File: src/include/icmp_settings.svh
`ifndef ICMP_SETTINGS_SVH
`define ICMP_SETTINGS_SVH

// icmp header, fixed size for echo messages.
`define ICMP_HDR_LEN 8

// payload bytes held between request and reply.
`define ICMP_FIFO_DEPTH 256

// ttl written into every outgoing reply.
`define IPV4_REPLY_TTL 8'd128

// echo message types.
`define ICMP_TYPE_ECHO_REQ 8'd8
`define ICMP_TYPE_ECHO_REPLY 8'd0

`endif

File: src/hdl/icmp_pkg.sv
package icmp_pkg;

  typedef struct packed {
    logic [7:0] dat;
    logic       val;
    logic       sof;
    logic       eof;
    logic       err;
  } byte_strm_t;

  typedef struct packed {
    logic [5:0][7:0] dst_mac;
    logic [5:0][7:0] src_mac;
    logic [15:0]     ethertype;
  } mac_hdr_t;

  typedef struct packed {
    logic [3:0]      ver;
    logic [3:0]      ihl;
    logic [7:0]      qos;
    logic [15:0]     length;
    logic [15:0]     id;
    logic            zero;
    logic            df;
    logic            mf;
    logic [12:0]     fo;
    logic [7:0]      ttl;
    logic [7:0]      proto;
    logic [15:0]     cks;
    logic [3:0][7:0] src_ip;
    logic [3:0][7:0] dst_ip;
  } ipv4_hdr_t;

  typedef struct packed {
    logic [7:0]  icmp_type;
    logic [7:0]  icmp_code;
    logic [15:0] icmp_cks;
    logic [15:0] icmp_id;
    logic [15:0] icmp_seq;
  } icmp_hdr_t;

  typedef struct packed {
    mac_hdr_t  mac_hdr;
    ipv4_hdr_t ipv4_hdr;
  } rx_meta_t;

  typedef struct packed {
    rx_meta_t    rx_meta;
    icmp_hdr_t   icmp_hdr;
    logic [15:0] pld_len; // echo data bytes after the icmp header.
  } icmp_meta_t;

  typedef struct packed {
    mac_hdr_t    mac_hdr;
    ipv4_hdr_t   ipv4_hdr;
    logic        mac_known;
    logic [15:0] pld_len;
  } ipv4_meta_t;

  typedef struct packed {
    logic [3:0][7:0] ipv4_addr;
    logic [5:0][7:0] mac_addr;
  } dev_t;

  typedef enum logic [1:0] {
    idle,
    header,
    payload,
    drop
  } rx_state_t;

endpackage

File: src/hdl/icmp_echo_rx.sv
`include "icmp_settings.svh"

module icmp_echo_rx (
  input  logic                   clk,
  input  logic                   fsm_rst,
  input  icmp_pkg::byte_strm_t   in_strm,
  input  icmp_pkg::rx_meta_t     in_meta,
  input  logic                   busy,
  output icmp_pkg::byte_strm_t   pkt_strm,
  output icmp_pkg::icmp_meta_t   pkt_meta
);

  import icmp_pkg::*;

  localparam int cnt_w = $clog2(`ICMP_HDR_LEN);

  rx_state_t                     state;
  logic [cnt_w-1:0]              byte_cnt;
  logic [`ICMP_HDR_LEN-1:0][7:0] hdr_q;
  rx_meta_t                      meta_q;
  logic                          pld_first;
  logic                          hdr_ok;
  logic                          hdr_shift;
  logic                          fwd;

  // type sits one byte below the top once seven bytes are in, code below it.
  assign hdr_ok = (hdr_q[`ICMP_HDR_LEN-2] == `ICMP_TYPE_ECHO_REQ) &&
                  (hdr_q[`ICMP_HDR_LEN-3] == 8'h00);

  assign hdr_shift = in_strm.val &&
                     (((state == idle) && in_strm.sof) || (state == header));

  always_ff @(posedge clk) begin
    if (hdr_shift) hdr_q <= {hdr_q[`ICMP_HDR_LEN-2:0], in_strm.dat};
    if ((state == idle) && in_strm.val && in_strm.sof) meta_q <= in_meta;
  end

  always_ff @(posedge clk) begin
    if (fsm_rst) begin
      state     <= idle;
      byte_cnt  <= '0;
      pld_first <= 1'b0;
    end else begin
      case (state)
        idle: begin
          if (in_strm.val && in_strm.sof) begin
            byte_cnt <= cnt_w'(1);
            if (in_strm.eof) state <= idle; // runt packet.
            else if (in_strm.err) state <= drop;
            else state <= header;
          end
        end
        header: begin
          if (in_strm.val) begin
            byte_cnt <= byte_cnt + 1'b1;
            if (in_strm.eof) begin
              state <= idle; // short header or empty payload.
            end else if (in_strm.err) begin
              state <= drop;
            end else if (byte_cnt == cnt_w'(`ICMP_HDR_LEN - 1)) begin
              if (hdr_ok && !busy) begin
                state     <= payload;
                pld_first <= 1'b1;
              end else begin
                state <= drop;
              end
            end
          end
        end
        payload: begin
          if (in_strm.val) begin
            pld_first <= 1'b0;
            if (in_strm.eof) state <= idle;
            else if (in_strm.err) state <= drop; // err beat still goes out.
          end
        end
        drop: begin
          if (in_strm.val && in_strm.eof) state <= idle;
        end
        default: state <= idle;
      endcase
    end
  end

  assign fwd = in_strm.val && (state == payload);

  always_comb begin
    pkt_strm.dat = in_strm.dat;
    pkt_strm.val = fwd;
    pkt_strm.sof = fwd && pld_first;
    pkt_strm.eof = fwd && in_strm.eof;
    pkt_strm.err = fwd && in_strm.err;
  end

  always_comb begin
    pkt_meta.rx_meta  = meta_q;
    pkt_meta.icmp_hdr = icmp_hdr_t'(hdr_q);
    pkt_meta.pld_len  = meta_q.ipv4_hdr.length - 16'(20 + `ICMP_HDR_LEN); // ihl of 5.
  end

  a_fwd_echo_only : assert property (@(posedge clk) disable iff (fsm_rst)
    pkt_strm.sof |-> (pkt_meta.icmp_hdr.icmp_type == `ICMP_TYPE_ECHO_REQ) &&
                     (pkt_meta.icmp_hdr.icmp_code == 8'h00) && !busy)
    else $error("payload forwarded for a packet that should be dropped.");

endmodule

File: src/hdl/icmp_echo_top.sv
`include "icmp_settings.svh"

module icmp_echo_top (
  input  logic                 clk,
  input  logic                 fsm_rst,
  input  icmp_pkg::dev_t       dev,
  input  icmp_pkg::byte_strm_t in_strm,
  input  icmp_pkg::rx_meta_t   in_meta,
  input  logic                 req,
  output logic                 rdy,
  output icmp_pkg::byte_strm_t out_strm,
  output icmp_pkg::ipv4_meta_t out_meta,
  output logic                 done
);

  import icmp_pkg::*;

  byte_strm_t pkt_strm;
  icmp_meta_t pkt_meta;
  logic       busy;

  icmp_echo_rx i_rx (
    .clk      (clk),
    .fsm_rst  (fsm_rst),
    .in_strm  (in_strm),
    .in_meta  (in_meta),
    .busy     (busy),
    .pkt_strm (pkt_strm),
    .pkt_meta (pkt_meta)
  );

  icmp_echo_tx i_tx (
    .clk      (clk),
    .fsm_rst  (fsm_rst),
    .dev      (dev),
    .pkt_strm (pkt_strm),
    .pkt_meta (pkt_meta),
    .busy     (busy),
    .req      (req),
    .rdy      (rdy),
    .out_strm (out_strm),
    .out_meta (out_meta),
    .done     (done)
  );

  // the whole payload must fit in the fifo before req may arrive.
  a_pld_fits : assert property (@(posedge clk) disable iff (fsm_rst)
    (pkt_strm.val && pkt_strm.sof) |-> (pkt_meta.pld_len <= 16'(`ICMP_FIFO_DEPTH)))
    else $error("echo payload exceeds the fifo depth.");

endmodule

File: src/hdl/icmp_echo_tx.sv
`include "icmp_settings.svh"

module icmp_echo_tx (
  input  logic                 clk,
  input  logic                 fsm_rst,
  input  icmp_pkg::dev_t       dev,
  input  icmp_pkg::byte_strm_t pkt_strm,
  input  icmp_pkg::icmp_meta_t pkt_meta,
  output logic                 busy,
  input  logic                 req,
  output logic                 rdy,
  output icmp_pkg::byte_strm_t out_strm,
  output icmp_pkg::ipv4_meta_t out_meta,
  output logic                 done
);

  import icmp_pkg::*;

  localparam int cnt_w = $clog2(`ICMP_HDR_LEN);

  logic [`ICMP_HDR_LEN-1:0][7:0] hdr_sr;
  icmp_hdr_t                     reply_hdr;
  ipv4_meta_t                    reply_meta;
  logic [16:0]                   cks_sum;
  logic [cnt_w-1:0]              hdr_cnt;
  logic                          started;
  logic                          launch;
  logic                          out_val;
  logic                          out_sof;
  logic                          pld_phase;
  logic                          rd_active;
  logic                          overflow;
  logic                          reply_end;
  logic                          blk_rst;
  logic                          fifo_write;
  logic                          fifo_read;
  logic                          fifo_empty;
  logic                          fifo_full;
  logic [7:0]                    fifo_dout;

  // type 8 -> 0 changes one checksum word by 0x0800, end-around carry.
  assign cks_sum = {1'b0, pkt_meta.icmp_hdr.icmp_cks} + 17'h0_0800;

  always_comb begin
    reply_hdr.icmp_type = `ICMP_TYPE_ECHO_REPLY;
    reply_hdr.icmp_code = 8'h00;
    reply_hdr.icmp_cks  = cks_sum[15:0] + {15'd0, cks_sum[16]};
    reply_hdr.icmp_id   = pkt_meta.icmp_hdr.icmp_id;
    reply_hdr.icmp_seq  = pkt_meta.icmp_hdr.icmp_seq;
  end

  always_comb begin
    reply_meta                   = '0; // zero, df, mf, fo and cks stay cleared.
    reply_meta.mac_hdr.dst_mac   = pkt_meta.rx_meta.mac_hdr.src_mac;
    reply_meta.mac_hdr.src_mac   = dev.mac_addr;
    reply_meta.mac_hdr.ethertype = pkt_meta.rx_meta.mac_hdr.ethertype;
    reply_meta.ipv4_hdr.ver      = 4'd4;
    reply_meta.ipv4_hdr.ihl      = 4'd5;
    reply_meta.ipv4_hdr.qos      = pkt_meta.rx_meta.ipv4_hdr.qos;
    reply_meta.ipv4_hdr.length   = pkt_meta.rx_meta.ipv4_hdr.length;
    reply_meta.ipv4_hdr.id       = pkt_meta.rx_meta.ipv4_hdr.id;
    reply_meta.ipv4_hdr.ttl      = `IPV4_REPLY_TTL;
    reply_meta.ipv4_hdr.proto    = pkt_meta.rx_meta.ipv4_hdr.proto;
    reply_meta.ipv4_hdr.src_ip   = dev.ipv4_addr;
    reply_meta.ipv4_hdr.dst_ip   = pkt_meta.rx_meta.ipv4_hdr.src_ip;
    reply_meta.mac_known         = 1'b1;
    reply_meta.pld_len           = pkt_meta.pld_len;
  end

  assign overflow   = pkt_strm.val && fifo_full; // payload longer than the fifo.
  assign reply_end  = out_strm.eof || (pkt_strm.val && pkt_strm.err) || overflow;
  assign blk_rst    = fsm_rst || reply_end;
  assign fifo_write = pkt_strm.val && !fifo_full;
  assign fifo_read  = rd_active && !fifo_empty;

  icmp_payload_fifo i_fifo (
    .clk      (clk),
    .fsm_rst  (blk_rst),
    .write    (fifo_write),
    .data_in  (pkt_strm.dat),
    .read     (fifo_read),
    .data_out (fifo_dout),
    .empty    (fifo_empty),
    .full     (fifo_full)
  );

  always_ff @(posedge clk) begin
    if (pkt_strm.val && pkt_strm.sof) begin
      hdr_sr   <= reply_hdr;
      out_meta <= reply_meta;
    end else if (out_val && !pld_phase) begin
      hdr_sr <= {hdr_sr[`ICMP_HDR_LEN-2:0], 8'h00};
    end
  end

  always_ff @(posedge clk) begin
    if (blk_rst) begin
      rdy       <= 1'b0;
      busy      <= 1'b0;
      started   <= 1'b0;
      launch    <= 1'b0;
      out_val   <= 1'b0;
      out_sof   <= 1'b0;
      hdr_cnt   <= '0;
      pld_phase <= 1'b0;
      rd_active <= 1'b0;
    end else begin
      if (pkt_strm.val && pkt_strm.sof) begin
        rdy  <= 1'b1;
        busy <= 1'b1;
      end
      launch  <= rdy && req && !started; // only the first req counts.
      if (rdy && req) started <= 1'b1;
      out_sof <= launch;
      if (launch) out_val <= 1'b1;
      if (out_val && !pld_phase) begin
        hdr_cnt <= hdr_cnt + 1'b1;
        if (hdr_cnt == cnt_w'(`ICMP_HDR_LEN - 2)) rd_active <= 1'b1; // fifo data lags a cycle.
        if (hdr_cnt == cnt_w'(`ICMP_HDR_LEN - 1)) pld_phase <= 1'b1;
      end
    end
  end

  always_comb begin
    out_strm.dat = pld_phase ? fifo_dout : hdr_sr[`ICMP_HDR_LEN-1];
    out_strm.val = out_val;
    out_strm.sof = out_sof;
    out_strm.eof = out_val && pld_phase && fifo_empty; // last byte has left the fifo.
    out_strm.err = 1'b0;
  end

  assign done = out_strm.eof;

  a_sof_while_rdy : assert property (@(posedge clk) disable iff (fsm_rst)
    out_strm.sof |-> rdy)
    else $error("reply started without rdy.");

endmodule

File: src/hdl/icmp_payload_fifo.sv
`include "icmp_settings.svh"

module icmp_payload_fifo (
  input  logic       clk,
  input  logic       fsm_rst,
  input  logic       write,
  input  logic [7:0] data_in,
  input  logic       read,
  output logic [7:0] data_out,
  output logic       empty,
  output logic       full
);

  localparam int depth = `ICMP_FIFO_DEPTH;
  localparam int addr_w = $clog2(depth);

  logic [7:0]        mem [depth];
  logic [addr_w-1:0] wr_ptr;
  logic [addr_w-1:0] rd_ptr;
  logic [addr_w:0]   level;
  logic              wr_en;
  logic              rd_en;

  function automatic logic [addr_w-1:0] next_ptr(input logic [addr_w-1:0] ptr);
    return (ptr == addr_w'(depth - 1)) ? '0 : ptr + 1'b1; // wraps for any depth.
  endfunction

  assign empty = (level == '0);
  assign full  = (level == (addr_w + 1)'(depth));
  assign wr_en = write && !full;
  assign rd_en = read && !empty;

  always_ff @(posedge clk) begin
    if (wr_en) mem[wr_ptr] <= data_in;
    if (rd_en) data_out <= mem[rd_ptr]; // valid the cycle after read.
  end

  always_ff @(posedge clk) begin
    if (fsm_rst) begin
      wr_ptr <= '0;
      rd_ptr <= '0;
      level  <= '0;
    end else begin
      if (wr_en) wr_ptr <= next_ptr(wr_ptr);
      if (rd_en) rd_ptr <= next_ptr(rd_ptr);
      case ({wr_en, rd_en})
        2'b10:   level <= level + 1'b1;
        2'b01:   level <= level - 1'b1;
        default: level <= level;
      endcase
    end
  end

  a_no_overflow : assert property (@(posedge clk) disable iff (fsm_rst) !(write && full))
    else $error("payload fifo written while full.");
  a_no_underflow : assert property (@(posedge clk) disable iff (fsm_rst) !(read && empty))
    else $error("payload fifo read while empty.");

endmodule

File: config.mk
export PLATFORM = sky130hd
export DESIGN_NAME = icmp_echo_top
export DESIGN_NICKNAME = d
export VERILOG_FILES = /design/src/hdl/icmp_pkg.sv /design/src/hdl/icmp_echo_rx.sv /design/src/hdl/icmp_echo_top.sv /design/src/hdl/icmp_echo_tx.sv /design/src/hdl/icmp_payload_fifo.sv
export VERILOG_INCLUDE_DIRS = /design/src /design/src/include
export SDC_FILE = /design/constraint.sdc
export NUM_CORES = 2
export LEC_CHECK = 0
export ABC_CLOCK_PERIOD_IN_PS = 10800
export BUFFER_PORTS_ARGS = -buffer_cell sky130_fd_sc_hd__buf_4
export CORE_AREA = 2 2 417 419
export CTS_CLUSTER_SIZE = 40
export DETAILED_ROUTE_END_ITERATION = 12
export DIE_AREA = 0 0 419 421
export PLACE_DENSITY = 0.79
export SYNTH_ARGS = -nofsm -noshare
export SYNTH_HDL_FRONTEND = slang
export SYNTH_HIERARCHICAL = 1
export SYNTH_SLANG_ARGS = --single-unit
File: constraint.sdc
create_clock -name clk -period 10.8 [get_ports clk]
set_input_delay 1.62 -clock clk [delete_from_list [all_inputs] [get_ports clk]]
set_output_delay 1.62 -clock clk [all_outputs]
set_load 0.05 [all_outputs]
==> reports/summary.txt <==
outcome - completed
maximum number of pins on one net before global-route repair - 169
crit-path max FO - 22
Worst-Skew Late Latency - 0.88 ns
Setup TNS - 0 ns
fin worst setup slack - 5.00 ns
Clock Tree Root - clkbuf_16
VDD IR-drop max - 163 µV
Vias - 51,300
first-pass GRT wire length - 365 mm
Sink Count - 2,601
core area - 172,000 µm²
launching element type of the critical path - input port
# fillers - 10,600
fmax - 173 MHz
clk slew on worst S/H paths - 0.06 ns
Die Width - 419 µm
Layout Utilization - 65.0%
Yosys warnings - 6
Die ar. - 176,000 µm²
ratio of cells with drive above 1 in the final layout - 26.1%
vias in the first global route - 50,600
RSZ-0062 raised after global routing - false
Max-Cap Viols - 0
register-to-register setup slack - 5.23 ns
I/O pins - 670
mean area per synthesized cell - 20.7 µm²
worst reg2reg path endpoint - i_tx/i_fifo/level[8]$_SDFFE_PP0P_
initial core utilization - 57.1%
CP peak stage delay - 0.83 ns
CP max stage cell - and2_1
CP most frequent cell - buf_4
Mapped Area - 98,600 µm²
Final Critical Period - 5.80 ns
Critical Path AT - 6.55 ns
GRT Util Overall - 29.2%
worst path cell trace - buf_4, nor3b_2, buf_4, nor2b_1, and2_1, clkinv_1, ha_1, fa_1, a21o_1, a21oi_1, o21bai_1, a2111oi_0, or3_1, mux2i_1, mux2_2
P_leak - 35.2 nW
Power Density - 179 nW/µm²
post-route ant nets - 0
Hold Path Stages - 0
WL/cell - 33.1 µm
fin crit share - 53.7%
DRT Pass-1 Iters - 6
final hold violation count - 0
Setup Viol. Count Final - 0
grt total ovfl - 0
# H-tree levels - 4
Reg power frac - 55.8%
Hold EP - i_tx/out_meta[248]$_DFFE_PP_
nets - 5,692
Worst Hold Slack - 0.415 ns
IO buf count - 491
row cnt - 153
worst reg-to-reg path cell count - 15
CTS buffer count - 239
worst endpoint required time - 11.55 ns
Reg2Reg Launch Point - i_rx/state[1]$_SDFFE_PP0P_
Setup Crit Path Kind - in -> reg
Clk pwr share - 42.5%
pre-CTS WS - 4.32 ns
area grow syn2layout - 13.8%
Pwr Total - 20.0 mW
# resized after CTS - 0
DIE HEIGHT - 421 µm
Initial DRC Count - 7,378
clk buf depth - 3
Worst-Margin Slew - 1.42 ns
Sw Ratio - 20.0%
Via density - 6.53
Post-CTS Hold Fix Bufs - 0
combinational cell fraction of total power - 1.8%
P_int - 16.0 mW
Routed WL - 260 mm
Setup crit end kind - flip-flop
DR DRC count - 0
hold_sp - i_rx/pkt_meta[263]$_DFFE_PP_
Clock Skew - 0.0517 ns
CTS tree - built
Slew headroom - 5.08%
Hold WC Path Type - reg -> reg
dpl hpwl - 153 mm
Slew Viols, Final - 0
Syn Inst Count - 4,766
Final GP Congestion - 0.876
Post-CTS Setup Repair Bufs - 0
P_sw - 4.01 mW
initial antenna violation count - 34
## cell usage in the layout (no fill, tap or decap), types with 15 or more instances in the layout
cell type  instances
a211oi_1          34
mux2i_1          130
a221oi_1          49
o21ai_0           48
nor3_1            26
diode_2           17
o22ai_1           42
xnor2_1           25
nand2_1          184
conb_1            50
clkinv_2          43
inv_1             18
edfxtp_1        2544
clkbuf_8          16
nor2b_1           25
a21oi_1           76
o221ai_1          19
mux4_2           463
ha_1              23
and3_1            15
nand3_1           41
a22o_1            37
buf_4            549
clkbuf_1          42
dfxtp_1           52
bufinv_16         26
clkinv_1          64
nor2_1           330
a22oi_1           69
clkbuf_16        242
xor2_1            18
## power by group through the flow
stage / sequential, mW / combinational [mW] / clock [mW]
floorplan: 11.4 / 0.186 / 0
global placement: 11.4 / 0.336 / 0
detailed placement: 11.4 / 0.351 / 0
CTS: 11.2 / 0.353 / 8.56
global route: 11.2 / 0.374 / 8.93
finish: 11.2 / 0.356 / 8.50
## worst max-delay path: cells and delay by family
family	cells	cell delay [ns]
buf+inv	3	1.02
compound gates	4	0.92
simple gates	4	1.35
fa+ha+maj	2	1.05
mux	2	0.56
## sequential cells by signal (all words and copies together) (netlist names)
name,count
i_tx/i_fifo/data_out,8
i_tx/started,1
i_rx/state,2
i_tx/hdr_cnt,3
i_rx/pld_first,1
i_tx/i_fifo/level,9
i_tx/rdy,1
i_tx/i_fifo/mem,2048
i_rx/pkt_meta,200
i_tx/out_val,1
i_tx/i_fifo/wr_ptr,8
i_tx/out_sof,1
i_rx/byte_cnt,3
i_tx/launch,1
i_tx/rd_active,1
i_tx/pld_phase,1
i_tx/i_fifo/rd_ptr,8
i_tx/hdr_sr,64
i_tx/out_meta,240
## layout make-up
class                           count  area [µm²]  area share, %
Antenna cell                       17        42.5         0.0379
Clock buffer                      292        6320           5.64
Clock inverter                    161        1610           1.44
Inverter                           22        90.1         0.0803
Multi-Input combinational cell   1873       19300           17.2
Sequential cell                  2601       77600           69.1
Tap cell                         2325        2910           2.59
Timing Repair Buffer              564        4370           3.90
## stage by stage
stage | std cells | area (µm²)
final | 7855 | 112000
after global placement | 7385 | 104000
after detailed placement | 7385 | 104000
after floorplan | 4814 | 98700
after global routing | 7845 | 112000
after CTS | 7838 | 112000
## how the worst max path moves through the flow
stage          startpoint                                 to  slack (ns)
6_report       in_strm[3]  i_tx/i_fifo/level[8]$_SDFFE_PP0P_        5.00
5_1_grt        in_strm[3]  i_tx/i_fifo/level[8]$_SDFFE_PP0P_        4.77
4_1_cts        in_strm[3]  i_tx/i_fifo/level[8]$_SDFFE_PP0P_        5.15
3_5_place_dp   in_strm[3]  i_tx/i_fifo/level[8]$_SDFFE_PP0P_        4.32
3_3_place_gp   in_strm[3]  i_tx/i_fifo/level[8]$_SDFFE_PP0P_        4.32
2_1_floorplan  in_strm[3]         i_tx/out_meta[0]$_DFFE_PP_        0.95
## metal layers
layer | track usage [%] | part of all wire, % | vias to the layer above
li1 | - | - | 20500
met1 | 36.8 | 33 | 26500
met2 | 45.7 | 48 | 3638
met3 | 8.22 | 12 | 633
met4 | 17.1 | 6.2 | 34
met5 | 0 | 0.080 | -
Power figures use the tool's default switching activity.
